<file path="src/include/vga_params.svh">
`ifndef VGA_PARAMS_SVH
`define VGA_PARAMS_SVH

// 640x480 at 60 Hz with a 25 MHz pixel clock.
`define H_ACTIVE 640
`define H_FP     16
`define H_SYNC   96
`define H_TOTAL  800

`define V_ACTIVE 480
`define V_FP     10
`define V_SYNC   2
`define V_TOTAL  525

// Top left corner of the text box, in pixels.
`define TEXT_X 256
`define TEXT_Y 112

`define CHAR_W 8
`define CHAR_H 16
`define TEXT_COLS 16 // Cells per text row.
`define TEXT_ROWS 16

`endif

</file>
<file path="src/source/video_pkg.sv">
package video_pkg;

  typedef logic [10:0] hcount_t;
  typedef logic [9:0]  vcount_t;

  // Raster position and the flags that go with it. Syncs are active low.
  typedef struct packed {
    hcount_t hcount;
    vcount_t vcount;
    logic    hsync;
    logic    vsync;
    logic    hblnk;
    logic    vblnk;
  } vga_timing_t;

  typedef struct packed {
    logic [3:0] r;
    logic [3:0] g;
    logic [3:0] b;
  } rgb_t;

  typedef struct packed {
    logic hsync;
    logic vsync;
    rgb_t rgb;
  } vga_out_t;

  // Raster state at position (0,0) with both syncs inactive.
  localparam vga_timing_t tim_reset = '{hcount: '0, vcount: '0, hsync: 1'b1,
                                        vsync: 1'b1, hblnk: 1'b0, vblnk: 1'b0};

endpackage

</file>
<file path="src/source/vga_pkg.sv">
package vga_pkg;

  typedef logic [6:0] char_code_t; // ASCII.

  localparam char_code_t Spc   = 7'h20;
  localparam char_code_t A     = 7'h41;
  localparam char_code_t E     = 7'h45;
  localparam char_code_t G     = 7'h47;
  localparam char_code_t I     = 7'h49;
  localparam char_code_t L     = 7'h4c;
  localparam char_code_t M     = 7'h4d;
  localparam char_code_t N     = 7'h4e;
  localparam char_code_t O     = 7'h4f;
  localparam char_code_t P     = 7'h50;
  localparam char_code_t R     = 7'h52;
  localparam char_code_t V     = 7'h56;
  localparam char_code_t Y     = 7'h59;
  localparam char_code_t BLOCK = 7'h0e; // Solid block glyph.

  // Cell address inside the 16x16 text box.
  typedef struct packed {
    logic [3:0] row;
    logic [3:0] col;
  } char_xy_t;

  // Eight glyph lines of eight pixels. Line 0 sits in the top byte and the
  // leftmost pixel is the most significant bit of its byte.
  typedef logic [63:0] glyph_t;

endpackage

</file>
<file path="src/source/text_pos.sv">
`include "vga_params.svh"

module text_pos
  import video_pkg::*;
  import vga_pkg::*;
(
  input  logic        pclk,
  input  logic        rst,
  input  vga_timing_t tim,
  output vga_timing_t tim_d,
  output char_xy_t    char_xy,
  output logic [3:0]  glyph_line,
  output logic [2:0]  px,
  output logic        in_box
);

  localparam hcount_t text_x = hcount_t'(`TEXT_X);
  localparam hcount_t text_r = hcount_t'(`TEXT_X + `TEXT_COLS * `CHAR_W);
  localparam vcount_t text_y = vcount_t'(`TEXT_Y);
  localparam vcount_t text_b = vcount_t'(`TEXT_Y + `TEXT_ROWS * `CHAR_H);
  localparam hcount_t char_w = hcount_t'(`CHAR_W);
  localparam vcount_t char_h = vcount_t'(`CHAR_H);

  hcount_t hrel;
  vcount_t vrel;
  hcount_t hcell;
  vcount_t vcell;
  vcount_t vline;
  hcount_t hpix;
  logic    box_hit;

  assign hrel  = tim.hcount - text_x; // Only meaningful inside the box.
  assign vrel  = tim.vcount - text_y;
  assign hcell = hrel / char_w;
  assign vcell = vrel / char_h;
  assign vline = vrel % char_h;
  assign hpix  = tim.hcount % char_w;

  assign box_hit = (tim.hcount >= text_x) && (tim.hcount < text_r) &&
                   (tim.vcount >= text_y) && (tim.vcount < text_b);

  always_ff @(posedge pclk) begin
    if (rst) begin
      tim_d      <= tim_reset;
      char_xy    <= '0;
      glyph_line <= '0;
      px         <= '0;
      in_box     <= 1'b0;
    end else begin
      tim_d       <= tim;
      char_xy.row <= vcell[3:0];
      char_xy.col <= hcell[3:0];
      glyph_line  <= vline[3:0];
      px          <= hpix[2:0];
      in_box      <= box_hit;
    end
  end

endmodule

</file>
<file path="config.mk">
export PLATFORM = sky130hd
export DESIGN_NAME = text_pos
export DESIGN_NICKNAME = d
export VERILOG_FILES = /design/src/source/video_pkg.sv /design/src/source/vga_pkg.sv /design/src/source/text_pos.sv
export VERILOG_INCLUDE_DIRS = /design/src /design/src/include
export SDC_FILE = /design/constraint.sdc
export NUM_CORES = 1
export LEC_CHECK = 0
export ABC_CLOCK_PERIOD_IN_PS = 800
export CAP_MARGIN = 20
export CORE_MARGIN = 4
export CORE_UTILIZATION = 52
export CTS_BUF_LIST = sky130_fd_sc_hd__clkbuf_16
export CTS_CLUSTER_DIAMETER = 100
export DETAILED_ROUTE_END_ITERATION = 10
export DONT_BUFFER_PORTS = 1
export PLACE_DENSITY = 0.76
export SLEW_MARGIN = 0
export SYNTH_ARGS = -nofsm -noshare
export SYNTH_HDL_FRONTEND = slang
export SYNTH_SLANG_ARGS = --single-unit
</file>
<file path="constraint.sdc">
create_clock -name pclk -period 0.8 [get_ports pclk]
set_clock_uncertainty 0.05 [all_clocks]
set_input_delay 0.04 -clock pclk [delete_from_list [all_inputs] [get_ports pclk]]
set_output_delay 0.04 -clock pclk [all_outputs]
set_load 0.02 [all_outputs]
</file>
==> summary.md <==
| Metric | Value |
|---|---|
| Status | `complete, but fails checks` |
| Failing checks | `negative hold slack, negative setup slack` |
| Initial core utilization | `54.6%` |
| Met3 wire len | `144 um` |
| RSZ-0062 raised after global routing | `true` |
| CTS tree | `yes` |
| Iteration-0 DRC Markers | `4` |
| Final Setup Violations | `12` |
| CP max FO | `2` |
| Worst Setup End Kind | `primary output` |
| Peak supply drop | `0.00263 V` |
| Layout net count | `137` |
| Count of unique library cells instantiated by Yosys | `14` |
| Part of the power in registers | `46.4%` |
| DR vias/cell | `4.59` |
| Critical Path AT | `730 ps` |
| Top FF cell, synth | `dfxtp_1` |
| Share of cells above drive strength 1 | `33.6%` |
| Die Ht | `50.6 um` |
| WL met1 | `759 um` |
| Post-Syn Nets | `109` |
| HP Start | `rst` |
| Worst Hold Class | `in -> reg` |
| Most common cell in the netlist | `dfxtp_1` |
| DR DRC count | `0` |
| Core ar. | `0.00173 mm2` |
| Pin count of the biggest net entering global routing | `30` |
| Fmax | `1.22 GHz` |
| Post-Syn Area | `942 um2` |
| Top cells by count, synth | `dfxtp_1 (30), nor2b_1 (22), buf_4 (11)` |
| CP startpoint | `tim_d[20]` |
| LEAKAGE | `0.613 nW` |
| Total wire length | `2060 um` |
| GPL Wtd Cong | `0.595` |
| Req. time, crit path | `710 ps` |
| Die width | `50.6 um` |
| Ports | `68` |
| Final setup margin | `-20.2 ps` |
| ANT cells | `0` |
| Cell taking the most area after synthesis | `dfxtp_1` |
| Clock power frac | `45.6%` |
| Max layer used | `met4` |
| CP top delay family | `flip-flops` |
| H-tree Lvls | `2` |
| Final hold violations | `6` |
| Worst path depth | `1` |
| Number of global-route vias before repair | `685` |
| Internal | `2.88 mW` |
| Post-CTS setup buffer count | `0` |
| Worst-path clk slew | `50 ps` |
| Synth Register Bits | `30` |
| Warnings from Yosys | `0` |
| Total Routing Usage GR | `18.0%` |
| IO Port Bufs | `0` |
| Root Driver | `clkbuf_16` |
| Worst stage delay on the critical path | `330 ps` |
| Register area share after synthesis | `63.7%` |
| Antenna violations before repair | `0` |
| Post-Route Utilization | `81.3%` |
| Minimum clock period | `820 ps` |
| Buf/Inv on CP | `1` |
| Crit path launch type | `flip-flop` |
| Comb pwr share | `8.0%` |
| Average size of a mapped cell | `11.6 um2` |
| Cells along the critical path | `buf_6` |
| First-pass GRT wire length | `3230 um` |
| Worst-Margin Slew | `248 ps` |
| Post-synth top area share | `63.7%` |
| ANT nets after route | `0` |
| Area growth from synthesis to layout | `49.0%` |
| Switch Pwr | `0.798 mW` |
| DP Area | `943 um2` |
| Die ar. | `0.00256 mm2` |
| Drt pass-1 iters | `4` |
| Period utilization | `103%` |
| Final Max Tran Viols | `0` |
| Row count | `15` |
| Fraction of registers with async set/reset | `0%` |
| Post-Syn Instances | `81` |
| Relative slew slack | `83.3%` |
| Num Clock Sinks | `30` |
| Switching share of total power | `21.7%` |
| Setup Crit Path Kind | `reg -> out` |
| Final design instance area without fill | `0.00140 mm2` |
| WL per Instance | `15.2 um` |
| Synth top area cells | `dfxtp_1 (64%), nor2b_1 (15%), buf_4 (8.8%), xnor2_1 (2.8%), nor2b_2 (1.9%)` |
| TritonCTS Buffers | `5` |
| GRT overflow | `0` |
| CP Capture Point | `char_xy[3]` |
| CTS max path bufs | `2` |
| Routed vias | `620` |
| WHS | `-211 ps` |
| Detail Route met2 WL | `1130 um` |
| Post-synth EDFFs | `0` |
| Number of max-cap violations | `0` |
| PD cells | `2620 mW/mm2` |
| Slowest stage cell on the critical path | `dfxtp_2` |
| Hold buffer count at CTS | `27` |
==> how the worst min path moves through the flow <==
stage                            end  cells after the start
after floorplan           char_xy[4]                      1
after global placement     tim_d[10]                      1
after detailed placement   tim_d[10]                      1
after CTS                 char_xy[6]                      1
after global routing      char_xy[6]                      1
final                     char_xy[6]                      1
==> through the flow <==
| step | total power, mW | setup slack [ps] | hold slack, ps | setup TNS (ps) | instances |
|---|---|---|---|---|---|
| 6_report | 3.68 | -20.2 | -211 | -88.9 | 135 |
| 3_5_place_dp | 1.91 | -22.6 | 59.4 | -22.6 | 101 |
| 4_1_cts | 3.70 | -11.9 | -210 | -114 | 136 |
| 2_1_floorplan | 1.91 | 37.2 | 62.4 | 0 | 81 |
| 3_3_place_gp | 1.90 | 31.4 | 58.9 | 0 | 101 |
| 5_1_grt | 3.82 | -42.6 | -214 | -458 | 135 |
==> routing by layer <==
metal	GRT usage, %	up-vias
met5	0	-
met4	8.97	0
met1	17.0	287
li1	-	291
met2	32.0	38
met3	8.61	4
==> what timing repair did <==
item	4_1_cts	5_1_grt
setup endpoints to repair	22	28
endpoints found under the hold margin	30	6
pin swaps	0	2
gates resized for setup	19	9
==> power by group through the flow <==
stage | Combinational (mW) | Sequential [mW] | Clock, mW
after detailed placement | 0.180 | 1.73 | 0
final | 0.295 | 1.71 | 1.68
after floorplan | 0.171 | 1.74 | 0
after CTS | 0.292 | 1.71 | 1.70
after global routing | 0.321 | 1.71 | 1.79
after global placement | 0.176 | 1.73 | 0
==> cell type report <==
cell class,instances,area (um2)
Clock inverter,3,12.5
Clock buffer,5,125
Tap cell,25,31.3
Timing Repair Buffer,35,358
Sequential cell,30,628
Multi-Input combinational cell,37,249
Fill cell,113,323
==> sequential cells by signal, summed over array words and instances (netlist names) <==
signal and count:
in_box 1, tim_d 25, char_xy 4
==> cell families (layout without fill, tap and decap cells) <==
| family | Yosys count | after routing | share of synthesized area (%) |
|---|---|---|---|
| AO/OA/AOI/OAI | 1 | 1 | 0.930 |
| XOR/XNOR | 3 | 3 | 2.79 |
| adder cells (fa/ha/maj) | 1 | 1 | 1.33 |
| buffers and inverters | 14 | 43 | 10.4 |
| flip-flops | 30 | 30 | 63.7 |
| AND/OR/NAND/NOR | 32 | 32 | 20.9 |
==> layout by cell type (no fill, tap or decap) <==
master and n:
dlygate4sd3_1 26, nor2b_1 22, dfxtp_1 14, dfxtp_2 13
buf_6 8, clkbuf_16 5, nor2_1 3, xnor2_1 3
dfxtp_4 3, nor2b_2 2, or2_2 2, nand3_2 1
nor4_1 1, a21oi_2 1, and3_1 1, ha_1 1
clkinv_1 1, clkinv_2 1, inv_1 1, buf_4 1
Note: power is estimated with default switching activity, not from simulation.
