==> src/include/vga_params.svh <==
`ifndef VGA_PARAMS_SVH
`define VGA_PARAMS_SVH

// 640x480 at 60 Hz with a 25 MHz pixel clock.
`define H_ACTIVE 640
`define H_FP     16
`define H_SYNC   96
`define H_TOTAL  800

`define V_ACTIVE 480
`define V_FP     10
`define V_SYNC   2
`define V_TOTAL  525

// Top left corner of the text box, in pixels.
`define TEXT_X 256
`define TEXT_Y 112

`define CHAR_W 8
`define CHAR_H 16
`define TEXT_COLS 16 // Cells per text row.
`define TEXT_ROWS 16

`endif

==> src/source/vga_pkg.sv <==
package vga_pkg;

  typedef logic [6:0] char_code_t; // ASCII.

  localparam char_code_t Spc   = 7'h20;
  localparam char_code_t A     = 7'h41;
  localparam char_code_t E     = 7'h45;
  localparam char_code_t G     = 7'h47;
  localparam char_code_t I     = 7'h49;
  localparam char_code_t L     = 7'h4c;
  localparam char_code_t M     = 7'h4d;
  localparam char_code_t N     = 7'h4e;
  localparam char_code_t O     = 7'h4f;
  localparam char_code_t P     = 7'h50;
  localparam char_code_t R     = 7'h52;
  localparam char_code_t V     = 7'h56;
  localparam char_code_t Y     = 7'h59;
  localparam char_code_t BLOCK = 7'h0e; // Solid block glyph.

  // Cell address inside the 16x16 text box.
  typedef struct packed {
    logic [3:0] row;
    logic [3:0] col;
  } char_xy_t;

  // Eight glyph lines of eight pixels. Line 0 sits in the top byte and the
  // leftmost pixel is the most significant bit of its byte.
  typedef logic [63:0] glyph_t;

endpackage

==> src/source/char_rom_16x16.sv <==
module char_rom_16x16
  import vga_pkg::*;
(
  input  char_xy_t   char_xy,
  output char_code_t char_code
);

  always_comb begin
    char_code = Spc; // Most of the box is empty.
    case (char_xy.row)
      4'd0: begin
        case (char_xy.col)
          4'd3:    char_code = P;
          4'd4:    char_code = L;
          4'd5:    char_code = A;
          4'd6:    char_code = Y;
          4'd8:    char_code = A;
          4'd9:    char_code = G;
          4'd10:   char_code = A;
          4'd11:   char_code = I;
          4'd12:   char_code = N;
          default: char_code = Spc;
        endcase
      end
      4'd1: begin
        case (char_xy.col)
          4'd3:    char_code = G;
          4'd4:    char_code = A;
          4'd5:    char_code = M;
          4'd6:    char_code = E;
          4'd8:    char_code = O;
          4'd9:    char_code = V;
          4'd10:   char_code = E;
          4'd11:   char_code = R;
          default: char_code = Spc;
        endcase
      end
      // Bottom row is a solid bar across the whole box.
      4'd15:   char_code = BLOCK;
      default: char_code = Spc;
    endcase
  end

endmodule

==> config.mk <==
export PLATFORM = sky130hd
export DESIGN_NAME = char_rom_16x16
export DESIGN_NICKNAME = d
export VERILOG_FILES = /design/src/include/vga_params.svh /design/src/source/vga_pkg.sv /design/src/source/char_rom_16x16.sv
export SDC_FILE = /design/constraint.sdc
export NUM_CORES = 1
export LEC_CHECK = 0
export ABC_CLOCK_PERIOD_IN_PS = 2500
export BUFFER_PORTS_ARGS = -buffer_cell sky130_fd_sc_hd__buf_4
export CORE_AREA = 2 2 39 41
export DETAILED_ROUTE_END_ITERATION = 8
export DIE_AREA = 0 0 41 43
export SETUP_SLACK_MARGIN = 0.2
export SLEW_MARGIN = 20
export SYNTH_ARGS = -nofsm -noshare
export SYNTH_HDL_FRONTEND = slang
export SYNTH_SLANG_ARGS = --single-unit
==> constraint.sdc <==
create_clock -name vclk -period 2.5
set_input_delay 0.5 -clock vclk [all_inputs]
set_output_delay 0.5 -clock vclk [all_outputs]
set_load 0.01 [all_outputs]
==> run metrics, run 1 <==
Area growth syn-to-layout 29.3%; Hold Crit Start char_xy[4]; max-cap violations 0; peak supply drop 0.0393 mV; Inst Count DP 82; Crit path max-delay family compound AO/OA/AOI/OAI gates; Clock power frac 0%; final hold vios 0; Crit Path Class in -> out; Required @ worst endpoint 2000 ps; Seq. cell area 0 sq um; actual slew at the worst max-slew pin 242 ps; post-synth net total 70; largest net degree at the start of global routing 17; Antenna Nets Post-Route 0; Max Freq 0.451 GHz; area share of the leading cell type in the synthesized netlist 22.8%; synth top area cells ha_1 23%, a21oi_1 10%, o21ai_0 5.2%, nor2b_1 4.9%, a221oi_1 4.6%; Period minus WS final 2220 ps; Yosys cell types 28; die area 0.00176 sq mm; Worst setup EP type primary output; yosys warns 0; final max-slew violation count 0; dominant cell type by area after synthesis ha_1; routed len/inst 10.8 um; delay of the slowest critical-path stage 300 ps; DIE HEIGHT 43 um; combinational power share 100.0%; Congestion Overflow GR 0; max_slew headroom 83.9%; total negative slack 0 ps; Leak 0.000224 uW; unrepaired setup endpoints after global routing yes; critical path launch point type input pin; Sw Pwr 35.1 uW; CP max-delay cell ha_2; DRC violations left 0; vias in the first global route 340; Hold Buf Count CTS 0; Initial Utilization 27.8%; cell area after synthesis 384 sq um; hold path depth 3; internal power 32.6 uW; most frequent cell after synthesis a21oi_1; initial antenna violation count 0; Placer Congestion 0.687; Worst Path Max Fanout 6; Tcrit/Tclk final 88.7%; sequential fraction of design power 0%; Hold Path End char_code[0]; Detailed Route Iter0 Violations 6; IO Pins 15; worst-path cell chain buf_4, inv_1, ha_2, a211o_1, a21oi_1, o31ai_1, buf_4; Seq cells 0; buffer and inverter count on the worst path 3; IO Port Bufs 15; core area 0.00138 sq mm; Finished Layout Cells 82; switching part of the total 51.8%; Die W 41 um; Post-Syn Instances 55; Ant. Diodes 0; Core Util, Final 35.9%; final setup fails 0; total track usage 10.4%; vias per inst 5.18; Clock buffer cells 0; syn_area_per_cell 6.98 sq um; DP Wirelength 713 um; register area share after synthesis 0%; Routed WL 882 um; Pwr Density 136 mW/mm^2; most used cell, CP buf_4; Min-Delay Path Class in -> out; global-route wire length before repair 1.41 mm; Critical Path AT 1720 ps; num rows 14; status completed; First-pass DRT Iterations 2; fin nets 83; top cells by count, synth 8 x a21oi_1, 7 x ha_1, 4 x nor2_1, 4 x o21ai_0; via count 425; layout cells sized above 1 31.8%
## worst max path at each step
| stage | startpoint | end | slack [ps] | cells after the start |
|---|---|---|---|---|
| 3_3_place_gp | char_xy[0] | char_code[1] | 260 | 8 |
| 3_5_place_dp | char_xy[0] | char_code[0] | 240 | 7 |
| 5_1_grt | char_xy[0] | char_code[0] | 180 | 7 |
| 2_1_floorplan | char_xy[0] | char_code[0] | 500 | 5 |
| 6_report | char_xy[0] | char_code[2] | 280 | 7 |
| 4_1_cts | char_xy[0] | char_code[1] | 240 | 8 |
## metrics by stage
step	setup WS (ps)	instance area [sq um]	power [uW]	hold WS [ps]
floorplan	497	384	42.6	1150
global placement	257	489	66.5	1360
detailed placement	240	489	66.8	1370
CTS	242	489	67.1	1370
global route	183	497	76.2	1400
finish	282	497	67.7	1370
## tightest hold or removal path, stage by stage
cell and delay (ps):
buf_4 140, a221oi_1 90, buf_4 140
## timing repair
item | 4_1_cts | 5_1_grt
endpoints found under the setup margin | 0 | 3
gates resized for setup | 0 | 3
setup buffers | 0 | 0
## kinds of logic after synthesis
kind of cell	Yosys count	synth area share, %
buf+inv	7	10.1
simple gates	20	30.0
mux	1	2.93
compound gates	20	34.2
fa+ha+maj	7	22.8
## cell type report
type | instances | area [sq um]
fill | 152 | 887
inverter | 3 | 11.3
multi-input combinational | 48 | 353
tap | 16 | 20.0
timing repair buffer | 15 | 113
## placed cells by master (no fill, tap or decap), drive strengths merged, types with 2 or more instances in the layout
cell / n
nor2b: 3
a21oi: 8
o21ai: 4
nor3: 2
nand3b: 2
buf: 15
a221oi: 2
nor2: 4
or3: 2
inv: 3
nand2: 2
ha: 7
## layer usage
layer	part of all wire, %	global-route usage, %	wire [um]
met2	47	17.8	414
met3	5.8	0	51
met4	0	0	0
met5	0	0	0
met1	47	14.9	416
## power by group through the flow
stage               sequential, uW  combinational (uW)  clock [uW]
CTS                              0                67.1           0
global route                     0                76.2           0
floorplan                        0                42.6           0
global placement                 0                66.5           0
detailed placement               0                66.8           0
finish                           0                67.7           0
Power figures use the tool's default switching activity.
==> run 2, diff against run 1 <==
--- a/config.mk
+++ b/config.mk
@@ -10,6 +10,7 @@
 export CORE_AREA = 2 2 39 41
 export DETAILED_ROUTE_END_ITERATION = 8
 export DIE_AREA = 0 0 41 43
+export REMOVE_ABC_BUFFERS = 1
 export SETUP_SLACK_MARGIN = 0.2
 export SLEW_MARGIN = 20
 export SYNTH_ARGS = -nofsm -noshare
==> run metrics, run 2 (synthesis gave the netlist of run 1 again) <==
grt peak-use layer met2; status completed; most common cell after layout, fill and taps aside buf_4; Worst setup EP type primary output; First-pass DRT Iterations 4; layout cells sized above 1 30.3%; most used cell, CP buf_4; vias in the first global route 367; DIE HEIGHT 43 um; Crit Path Class in -> out; Detailed Route Iter0 Violations 10; total negative slack 0 ps; final max-slew violation count 0; vias per inst 5.48; Setup Buffers After CTS 0; global-route wire length before repair 1.44 mm; internal power 32.5 uW; Critical Path AT 1700 ps; max_slew headroom 81.5%; worst-path cell chain buf_4, inv_1, ha_2, a211o_1, a21oi_1, o31ai_1, buf_4; Seq cells 0; switching part of the total 52.8%; largest net degree at the start of global routing 17; max-cap violations 0; Antenna Nets Post-Route 0; Ant. Diodes 0; Tcrit/Tclk final 88.1%; Seq. cell area 0 sq um; fin nets 83; Leak 0.000226 uW; combinational power share 100.0%; via count 449; total track usage 10.8%; core area 0.00138 sq mm; hold path depth 3; num rows 14; Finished Layout Cells 82; delay of the slowest critical-path stage 300 ps; Congestion Overflow GR 0; peak supply drop 0.0441 mV; Placer Congestion 0.817; M3 GR Usage 0%; Sw Pwr 36.3 uW; DRC violations left 0; routed len/inst 11.6 um; Inst Count DP 82; Final Power 68.8 uW; final hold vios 0; most frequent cells in the layout 15 x buf_4, 8 x a21oi_1, 6 x ha_1, 4 x o21ai_0, 4 x nor2_1; Required @ worst endpoint 2000 ps; Area growth syn-to-layout 28.7%; Clock buffer cells 0; Worst Path Max Fanout 6; sequential fraction of design power 0%; actual slew at the worst max-slew pin 276 ps; CP max-delay cell ha_2; Period minus WS final 2200 ps; critical path launch point type input pin; Die W 41 um; Max Freq 0.454 GHz; Pwr Density 139 mW/mm^2; met2 GRT Util 18.1%; Hold Path End char_code[0]; Clock power frac 0%; met1 Usage GRT 15.8%; Initial Utilization 27.8%; IO Pins 15; Hold Buf Count CTS 0; Min-Delay Path Class in -> out; Routed WL 948 um; final setup fails 0; Hold Crit Start char_xy[4]; initial antenna violation count 0; IO Port Bufs 15; DP Wirelength 753 um; die area 0.00176 sq mm; unrepaired setup endpoints after global routing yes
-- run 2: through the flow --
stage	setup slack [ps]	util, %	area (sq um)	hold WS (ps)
2_1_floorplan	497	-	357	1100
3_3_place_gp	263	35.4	489	1370
3_5_place_dp	253	35.4	489	1360
4_1_cts	255	35.4	489	1360
5_1_grt	197	35.7	494	1390
6_report	297	35.7	494	1360
-- run 2: repair_timing --
item	CTS	global route
endpoints found under the hold margin	0	0
endpoints found under the setup margin	0	2
gates resized for setup	0	2
-- run 2: cell type report --
class,count,area [sq um]
Fill cell,155,890
Inverter,3,11.3
Multi-Input combinational cell,48,350
Tap cell,16,20.0
Timing Repair Buffer,15,113
-- run 2: worst max path at each step --
stage               start      endpoint  slack [ps]
6_report       char_xy[0]  char_code[2]         300
5_1_grt        char_xy[0]  char_code[1]         200
4_1_cts        char_xy[0]  char_code[1]         260
3_5_place_dp   char_xy[0]  char_code[1]         250
3_3_place_gp   char_xy[0]  char_code[1]         260
2_1_floorplan  char_xy[0]  char_code[0]         500
-- run 2: critical path: cells and delay by family --
| family | cells | cell delay [ps] |
|---|---|---|
| compound gates | 3 | 490 |
| fa+ha+maj | 1 | 300 |
| buf+inv | 3 | 400 |
-- run 2: power groups by stage --
stage / logic (uW) / registers [uW] / clock network (uW)
3_3_place_gp: 67.9 / 0 / 0
6_report: 68.8 / 0 / 0
4_1_cts: 67.3 / 0 / 0
3_5_place_dp: 67.1 / 0 / 0
5_1_grt: 75.6 / 0 / 0
2_1_floorplan: 35.2 / 0 / 0
-- run 2: metal layers --
| metal | vias to the layer above | part of all wire, % |
|---|---|---|
| met3 | 0 | 6.8 |
| li1 | 224 | - |
| met2 | 18 | 47 |
| met1 | 207 | 46 |
| met4 | 0 | 0 |
| met5 | - | 0 |
