[config.mk]
export PLATFORM = sky130hd
export DESIGN_NAME = vga_timing
export DESIGN_NICKNAME = d
export VERILOG_FILES = /design/src/source/video_pkg.sv /design/src/source/vga_timing.sv
export VERILOG_INCLUDE_DIRS = /design/src /design/src/include
export SDC_FILE = /design/constraint.sdc
export NUM_CORES = 1
export LEC_CHECK = 0
export ABC_AREA = 1
export ABC_CLOCK_PERIOD_IN_PS = 1620
export BUFFER_PORTS_ARGS = -buffer_cell sky130_fd_sc_hd__buf_2
export CORE_MARGIN = 4
export CORE_UTILIZATION = 49
export CTS_CLUSTER_SIZE = 14
export DETAILED_ROUTE_END_ITERATION = 12
export GPL_TIMING_DRIVEN = 0
export PLACE_DENSITY = 0.71
export SYNTH_ARGS = -nofsm -noshare
export SYNTH_HDL_FRONTEND = slang
export SYNTH_SLANG_ARGS = --single-unit
[constraint.sdc]
create_clock -name pclk -period 1.62 [get_ports pclk]
set_clock_uncertainty 0.2 [all_clocks]
set_input_delay 0.486 -clock pclk [delete_from_list [all_inputs] [get_ports pclk]]
set_output_delay 0.486 -clock pclk [all_outputs]
set_load 0.1 [all_outputs]
[src/include/vga_params.svh]
`ifndef VGA_PARAMS_SVH
`define VGA_PARAMS_SVH

// 640x480 at 60 Hz with a 25 MHz pixel clock.
`define H_ACTIVE 640
`define H_FP     16
`define H_SYNC   96
`define H_TOTAL  800

`define V_ACTIVE 480
`define V_FP     10
`define V_SYNC   2
`define V_TOTAL  525

// Top left corner of the text box, in pixels.
`define TEXT_X 256
`define TEXT_Y 112

`define CHAR_W 8
`define CHAR_H 16
`define TEXT_COLS 16 // Cells per text row.
`define TEXT_ROWS 16

`endif

[src/source/video_pkg.sv]
package video_pkg;

  typedef logic [10:0] hcount_t;
  typedef logic [9:0]  vcount_t;

  // Raster position and the flags that go with it. Syncs are active low.
  typedef struct packed {
    hcount_t hcount;
    vcount_t vcount;
    logic    hsync;
    logic    vsync;
    logic    hblnk;
    logic    vblnk;
  } vga_timing_t;

  typedef struct packed {
    logic [3:0] r;
    logic [3:0] g;
    logic [3:0] b;
  } rgb_t;

  typedef struct packed {
    logic hsync;
    logic vsync;
    rgb_t rgb;
  } vga_out_t;

  // Raster state at position (0,0) with both syncs inactive.
  localparam vga_timing_t tim_reset = '{hcount: '0, vcount: '0, hsync: 1'b1,
                                        vsync: 1'b1, hblnk: 1'b0, vblnk: 1'b0};

endpackage

[src/source/vga_timing.sv]
`include "vga_params.svh"

module vga_timing
  import video_pkg::*;
(
  input  logic        pclk,
  input  logic        rst,
  output vga_timing_t tim
);

  localparam hcount_t h_last   = hcount_t'(`H_TOTAL - 1);
  localparam hcount_t h_act    = hcount_t'(`H_ACTIVE);
  localparam hcount_t hs_start = hcount_t'(`H_ACTIVE + `H_FP);
  localparam hcount_t hs_end   = hcount_t'(`H_ACTIVE + `H_FP + `H_SYNC - 1);
  localparam vcount_t v_last   = vcount_t'(`V_TOTAL - 1);
  localparam vcount_t v_act    = vcount_t'(`V_ACTIVE);
  localparam vcount_t vs_start = vcount_t'(`V_ACTIVE + `V_FP);
  localparam vcount_t vs_end   = vcount_t'(`V_ACTIVE + `V_FP + `V_SYNC - 1);

  hcount_t h_nxt;
  vcount_t v_nxt;

  always_comb begin
    h_nxt = tim.hcount + 1'b1;
    v_nxt = tim.vcount;
    if (tim.hcount == h_last) begin
      h_nxt = '0;
      v_nxt = (tim.vcount == v_last) ? '0 : tim.vcount + 1'b1;
    end
  end

  // Flags are decoded from the next count so they line up with it.
  always_ff @(posedge pclk) begin
    if (rst) begin
      tim <= tim_reset;
    end else begin
      tim.hcount <= h_nxt;
      tim.vcount <= v_nxt;
      tim.hsync  <= !((h_nxt >= hs_start) && (h_nxt <= hs_end));
      tim.vsync  <= !((v_nxt >= vs_start) && (v_nxt <= vs_end));
      tim.hblnk  <= (h_nxt >= h_act);
      tim.vblnk  <= (v_nxt >= v_act);
    end
  end

endmodule

==> results.yml, run 1 <==
run_status:
  status: "finished with violations"
  violations: "negative setup slack"
timing:
  tns_ps: -1510
  worst_slack_ps: -272
  fin_crit_sh: 1.17
  worst_pin_slew_ps: 587
  finalHoldViolations: 0
  fin_crit_ps: 1890
  fmaxAchievable_mhz: 528
  slew_violations: 0
  slew_headroom: 0.609
  rsz0062_at_grt: "yes"
  finalSetupViolations: 16
floorplanning:
  die_area_sq_mm: 0.00396
  initial_core_util: 0.523
  fp-row-count: 19
  ios: 27
  die_h_microns: 62.9
  core_sq_mm: 0.00283
  die_x_microns: 62.9
power:
  power_frac_clock: 0.268
  p_seq_frac: 0.580
  vdd_drop_max_uv: 425
  p_sw_frac: 0.275
  cellPowerDensity_mw_per_mm2: 427
  internal-power_w: 0.000757
  p_sw_w: 0.000287
  p_comb_frac: 0.152
  power.leakage_nw: 1.05
global_route:
  grt_max_degree: 14
  grt_pass1_wl_mm: 6.64
  globalRouteOverflowTotal: 0
  grt_usage: 0.205
  antenna_found_initial: 0
  grt_pass1_vias: 1552
synthesis:
  yosysWarningCount: 0
  syn-cell-area_sq_mm: 0.00148
  ys_ff_latch: 25
  ys.flop_type: "dfxtp_1"
  yosysSeqAreaShare: 0.338
  syn_area_per_cell_sq_um: 6.60
  synth.net_count: 230
  synth_edf_count: 0
  synth.distinct_cells: 26
  syn_inst: 224
  async_reset_ff_frac: 0
finish:
  fin_nets: 279
  reg_top3: "tim (25)"
  largest_reg_flops: 25
  layout_common_cells: "nand2_1, nor2_1, inv_1, buf_12, dfxtp_4"
  layout_commonest_cell: "nand2_1"
  area_growth_pct: 65.3
  diodes: 0
  drive_above_1_share: 0.441
  top_register: "tim"
placed_design:
  dp_slack_ps: -126
  routabilityCongestion: 0.842
  hpwl_mm: 2.43
  port_buffers: 25
setup_path:
  crit_type: "reg2reg"
  critPathRequiredTime_ps: 1630
  start_kind: "flop"
  crit_fanout: 8
  endpoint_kind: "flop"
  cp.arrival_ps: 1900
clock_network:
  cts.clk_slew.worst_paths_ps: 140
  h-tree-depth: 1
  cts_sinks: 25
  clock_latency_ps: 310
  clock_path_buffers: 2
  root_buffer: "clkbuf_4"
  cts-buffers-inserted: 3
  cts_tree: "yes"
route:
  routed_wirelength_mm: 4.73
  num_vias: 1638
  via_per_inst: 5.41
  drtPass1Iterations: 5
  drc: 0
  post_drt_wl_per_cell_microns: 15.6
  ant_nets: 0
  drt_iter0_drc: 144
flow_run:
  drv_cap: 0
hold_path:
  min_path_type: "in2reg"
-- cell families after synthesis --
kind of cell / after synthesis / synth area share
compound gates: 14 / 0.0491
xor+xnor: 4 / 0.0237
fa+ha+maj: 4 / 0.0338
buf+inv: 38 / 0.102
flops: 25 / 0.338
simple gates: 139 / 0.453
-- Yosys cell counts (2+ instances only) --
cell,number,area [sq um]
nand2_2,2,12.5
nor2_4,3,33.8
nor2_2,5,31.3
ha_1,4,50.1
nor3_1,4,20.0
o21ai_0,4,20.0
xor2_1,4,35.0
a21oi_1,2,10.0
nand3_1,14,70.1
nor2_1,34,128
dfxtp_1,25,500
nand4_4,2,42.5
o21ai_1,7,35.0
inv_1,33,124
nand2_1,65,244
buf_4,2,15.0
nand4_1,5,31.3
-- per-layer routing --
layer	part of all wire	GRT usage	vias up
li1	-	-	796
met1	0.38	0.239	762
met2	0.53	0.353	64
met3	0.054	0.0486	16
met4	0.031	0.0882	0
met5	0	0	-
-- timing repair --
item / 4_1_cts / 5_1_grt
setup endpoints to repair: 36 / 41
setup buffers: 10 / 10
gates cloned: 0 / 0
resized for setup: 95 / 51
hold buffers: 0 / 0
pin swaps: 12 / 14
-- power groups by stage --
| stage | sequential (W) | clock [W] | combinational (W) |
|---|---|---|---|
| after floorplan | 0.000676 | 0 | 0.0000265 |
| after global placement | 0.000633 | 0 | 0.0000843 |
| after detailed placement | 0.000633 | 0 | 0.0000850 |
| after CTS | 0.000608 | 0.000291 | 0.000135 |
| after global routing | 0.000607 | 0.000310 | 0.000168 |
| final | 0.000605 | 0.000280 | 0.000159 |
-- critical path, stage by stage, from the launching register on --
cell	delay [ps]
dfxtp_4	400
ha_4	160
nand2_8	70
nor2_8	150
nand4_4	170
nand2_1	90
o21ai_1	90
nor2_1	140
nand2_1	90
nor2_1	150
nand2_1	90
-- final timing paths --
kind / slack, ps / depth (start not counted) / to / from
hold reg to reg: 330 / 1 / tim[4]$_SDFF_PP0_ / tim[4]$_SDFF_PP0_
setup reg to reg: -270 / 10 / tim[2]$_SDFF_PP1_ / tim[14]$_SDFF_PP0_
setup / recovery: -270 / 10 / tim[2]$_SDFF_PP1_ / tim[14]$_SDFF_PP0_
hold / removal: 200 / 2 / tim[8]$_SDFF_PP0_ / rst
-- stage by stage --
stage	area [sq um]	instances	total power, W	hold WS [ps]	utilization
floorplan	1560	224	0.000703	407	-
global placement	1720	280	0.000717	270	0.608
detailed placement	1720	280	0.000718	272	0.608
CTS	2170	294	0.00103	179	0.768
global route	2440	303	0.00109	191	0.864
finish	2440	303	0.00104	195	0.864
-- cell type report --
cell class              instances  area (sq um)
well taps                      31          38.8
repair buffers                 44           643
flip-flops and latches         25           576
inverters                      35           131
clock buffers                   4          26.3
fillers                       143           384
multi-input cells             161          1010
plain buffers                   3          18.8
(Power assumes the default switching activity.)
==> run 2, diff against run 1 <==
--- a/config.mk
+++ b/config.mk
@@ -6,14 +6,14 @@
 export SDC_FILE = /design/constraint.sdc
 export NUM_CORES = 1
 export LEC_CHECK = 0
-export ABC_AREA = 1
 export ABC_CLOCK_PERIOD_IN_PS = 1620
 export BUFFER_PORTS_ARGS = -buffer_cell sky130_fd_sc_hd__buf_2
 export CORE_MARGIN = 4
-export CORE_UTILIZATION = 49
+export CORE_UTILIZATION = 48
 export CTS_CLUSTER_SIZE = 14
 export DETAILED_ROUTE_END_ITERATION = 12
 export GPL_TIMING_DRIVEN = 0
+export HOLD_SLACK_MARGIN = 0.08
 export PLACE_DENSITY = 0.71
 export SYNTH_ARGS = -nofsm -noshare
 export SYNTH_HDL_FRONTEND = slang
==> run 2 against run 1 <==
  * Via count shrank 2.3%
  * Final cell count shrank 18%
  * Core utilization is 4.7 points higher
  * Cell area down 4.3%
  * Sequential cell count is the same
  * Critical path depth fell by 4
  * Synthesized cell count fell by 26%
  * Largest cell class unchanged
  * Setup slack worse by 740 ps
  * The flow still finishes with violations (negative setup slack)
  * Critical path type unchanged
  * Die area down 6.8%
==> results.yml, run 2 <==
setup_path:
  crit_type: "reg2reg"
  crit_fanout: 5
  critPathRequiredTime_ps: 1640
  cp.arrival_ps: 2660
  endpoint_kind: "flop"
  rrSetupSlack_ps: -1010
  start_kind: "flop"
clock_network:
  clock_path_buffers: 2
  cts-buffers-inserted: 3
  cts.clk_slew.worst_paths_ps: 160
  root_buffer: "clkbuf_4"
  cts_sinks: 25
  cts_tree: "yes"
  postCtsHoldBufs: 0
  h-tree-depth: 1
  clock_latency_ps: 340
route:
  drc: 0
  routed_wirelength_mm: 5.14
  drtPass1Iterations: 5
  num_vias: 1600
  via_per_inst: 6.48
  ant_nets: 0
  post_drt_wl_per_cell_microns: 20.8
  drt_iter0_drc: 181
global_route:
  antenna_found_initial: 0
  grt_pass1_wl_mm: 6.39
  grt_pass1_vias: 1372
  grt_usage: 0.226
  globalRouteOverflowTotal: 0
  grt_max_degree: 16
power:
  fin_total_pwr_w: 0.00106
  cellPowerDensity_mw_per_mm2: 452
  power.leakage_nw: 0.893
  vdd_drop_max_uv: 503
placed_design:
  hpwl_mm: 2.21
  port_buffers: 26
  routabilityCongestion: 0.853
synthesis:
  syn_inst: 165
  yosys.area.top_type_share: 0.375
  synth_largest_area_cell: "dfxtp_1"
  async_reset_ff_frac: 0
  synth.distinct_cells: 37
  ys.flop_type: "dfxtp_1"
  synth_edf_count: 0
  syn_area_per_cell_sq_um: 8.10
  yosysWarningCount: 0
  ys_ff_latch: 25
  synth.area.top_cells: "dfxtp_1, nor2_1, a21oi_1"
  synth.net_count: 171
  yosysMostFrequentCell: "dfxtp_1"
  synth_commonest_cells: "dfxtp_1, nor2_1, nand2_1"
  syn-cell-area_sq_mm: 0.00134
  yosysSeqAreaShare: 0.375
finish:
  top_register: "tim"
  layout_commonest_cell: "buf_4"
  drive_above_1_share: 0.521
  fin_nets: 224
  diodes: 0
  area_growth_pct: 75.0
  largest_reg_flops: 25
  reg_top3: "tim (25)"
  layout_common_cells: "buf_4, buf_12, nand2_1, nor2_1, dfxtp_4"
flow_run:
  drv_cap: 0
run_status:
  violations: "negative setup slack"
  status: "finished with violations"
timing:
  slew_violations: 0
  fin_crit_ps: 2630
  fmaxAchievable_mhz: 380
  finalSetupViolations: 37
  worst_slack_ps: -1010
  rsz0062_at_grt: "yes"
  slew_headroom: 0.515
  tns_ps: -14620
  fin_crit_sh: 1.62
  worst_pin_slew_ps: 722
  finalHoldViolations: 0
floorplanning:
  ios: 27
  die_x_microns: 60.8
  die_area_sq_mm: 0.00369
  initial_core_util: 0.520
  core_sq_mm: 0.00257
  fp-row-count: 18
  die_h_microns: 60.8
hold_path:
  min_path_type: "in2reg"
## run 2: changes by cell type in the layout (fill, tap and decap cells not counted), sizes merged, moves of 6 or more
cell and delta:
or3 +6, nor2 -26, inv -28, or4 +6, nand3 -6, xnor2 +6
nand2 -53, a21oi +10
## run 2: per-stage QoR
stage                     utilization  area (sq um)  hold WS, ps  cells  worst slack (ps)
after global routing            0.911          2340          197    247             -1100
after detailed placement        0.623          1600          271    221             -1020
after global placement          0.623          1600          265    221             -1030
final                           0.911          2340          192    247             -1010
after CTS                       0.801          2060          184    233              -985
after floorplan                     -          1430          348    165             -1100
## run 2: cell type report
type | instances | area (sq um)
buffer | 7 | 51.3
clock inverter | 1 | 7.51
inverter | 6 | 22.5
tap | 30 | 37.5
multi-input combinational | 126 | 1000
clock buffer | 3 | 22.5
fill | 88 | 229
timing repair buffer | 49 | 637
sequential | 25 | 557
## run 2: what timing repair did
action	in CTS	in global routing
setup endpoints to repair	46	45
resized for setup	95	46
pin swaps	12	15
gates cloned	0	0
setup buffers	9	14
## run 2: worst paths after layout
kind              cells past startpoint               start           endpoint
setup reg to reg                      6  tim[19]$_SDFF_PP0_  tim[2]$_SDFF_PP1_
hold / removal                        2                 rst  tim[7]$_SDFF_PP0_
hold reg to reg                       2   tim[8]$_SDFF_PP0_  tim[8]$_SDFF_PP0_
setup / recovery                      6  tim[19]$_SDFF_PP0_  tim[2]$_SDFF_PP1_
## run 2: worst max-delay path: stages, from the launching register on
cell      delay (ps)
dfxtp_4          380
buf_8            120
or4_4            510
or3_4            440
or4_4            460
a221oi_4         300
nand4_1          110
## run 2: layer usage
metal | vias to the layer above | wire (microns) | GRT usage
met5 | - | 0 | 0
met4 | 0 | 153 | 0.0960
met3 | 23 | 563 | 0.0383
met2 | 128 | 2470 | 0.331
met1 | 741 | 1960 | 0.326
li1 | 708 | - | -
## run 2: report_power, final
group | total (W) | switching, W | internal [W]
clock network | 0.000314 | 0.000220 | 0.0000946
registers | 0.000619 | 0.0000136 | 0.000606
logic | 0.000123 | 0.0000771 | 0.0000462
total | 0.00106 | 0.000311 | 0.000747
## run 2: kinds of logic after synthesis
group,share of synthesized area
xor gates and xnor gates,0.0524
adders and majority gates,0.0449
and+or+nand+nor,0.298
muxes,0.0169
DFF,0.375
buffers and inverters,0.0403
AOI/OAI and AO/OA,0.173
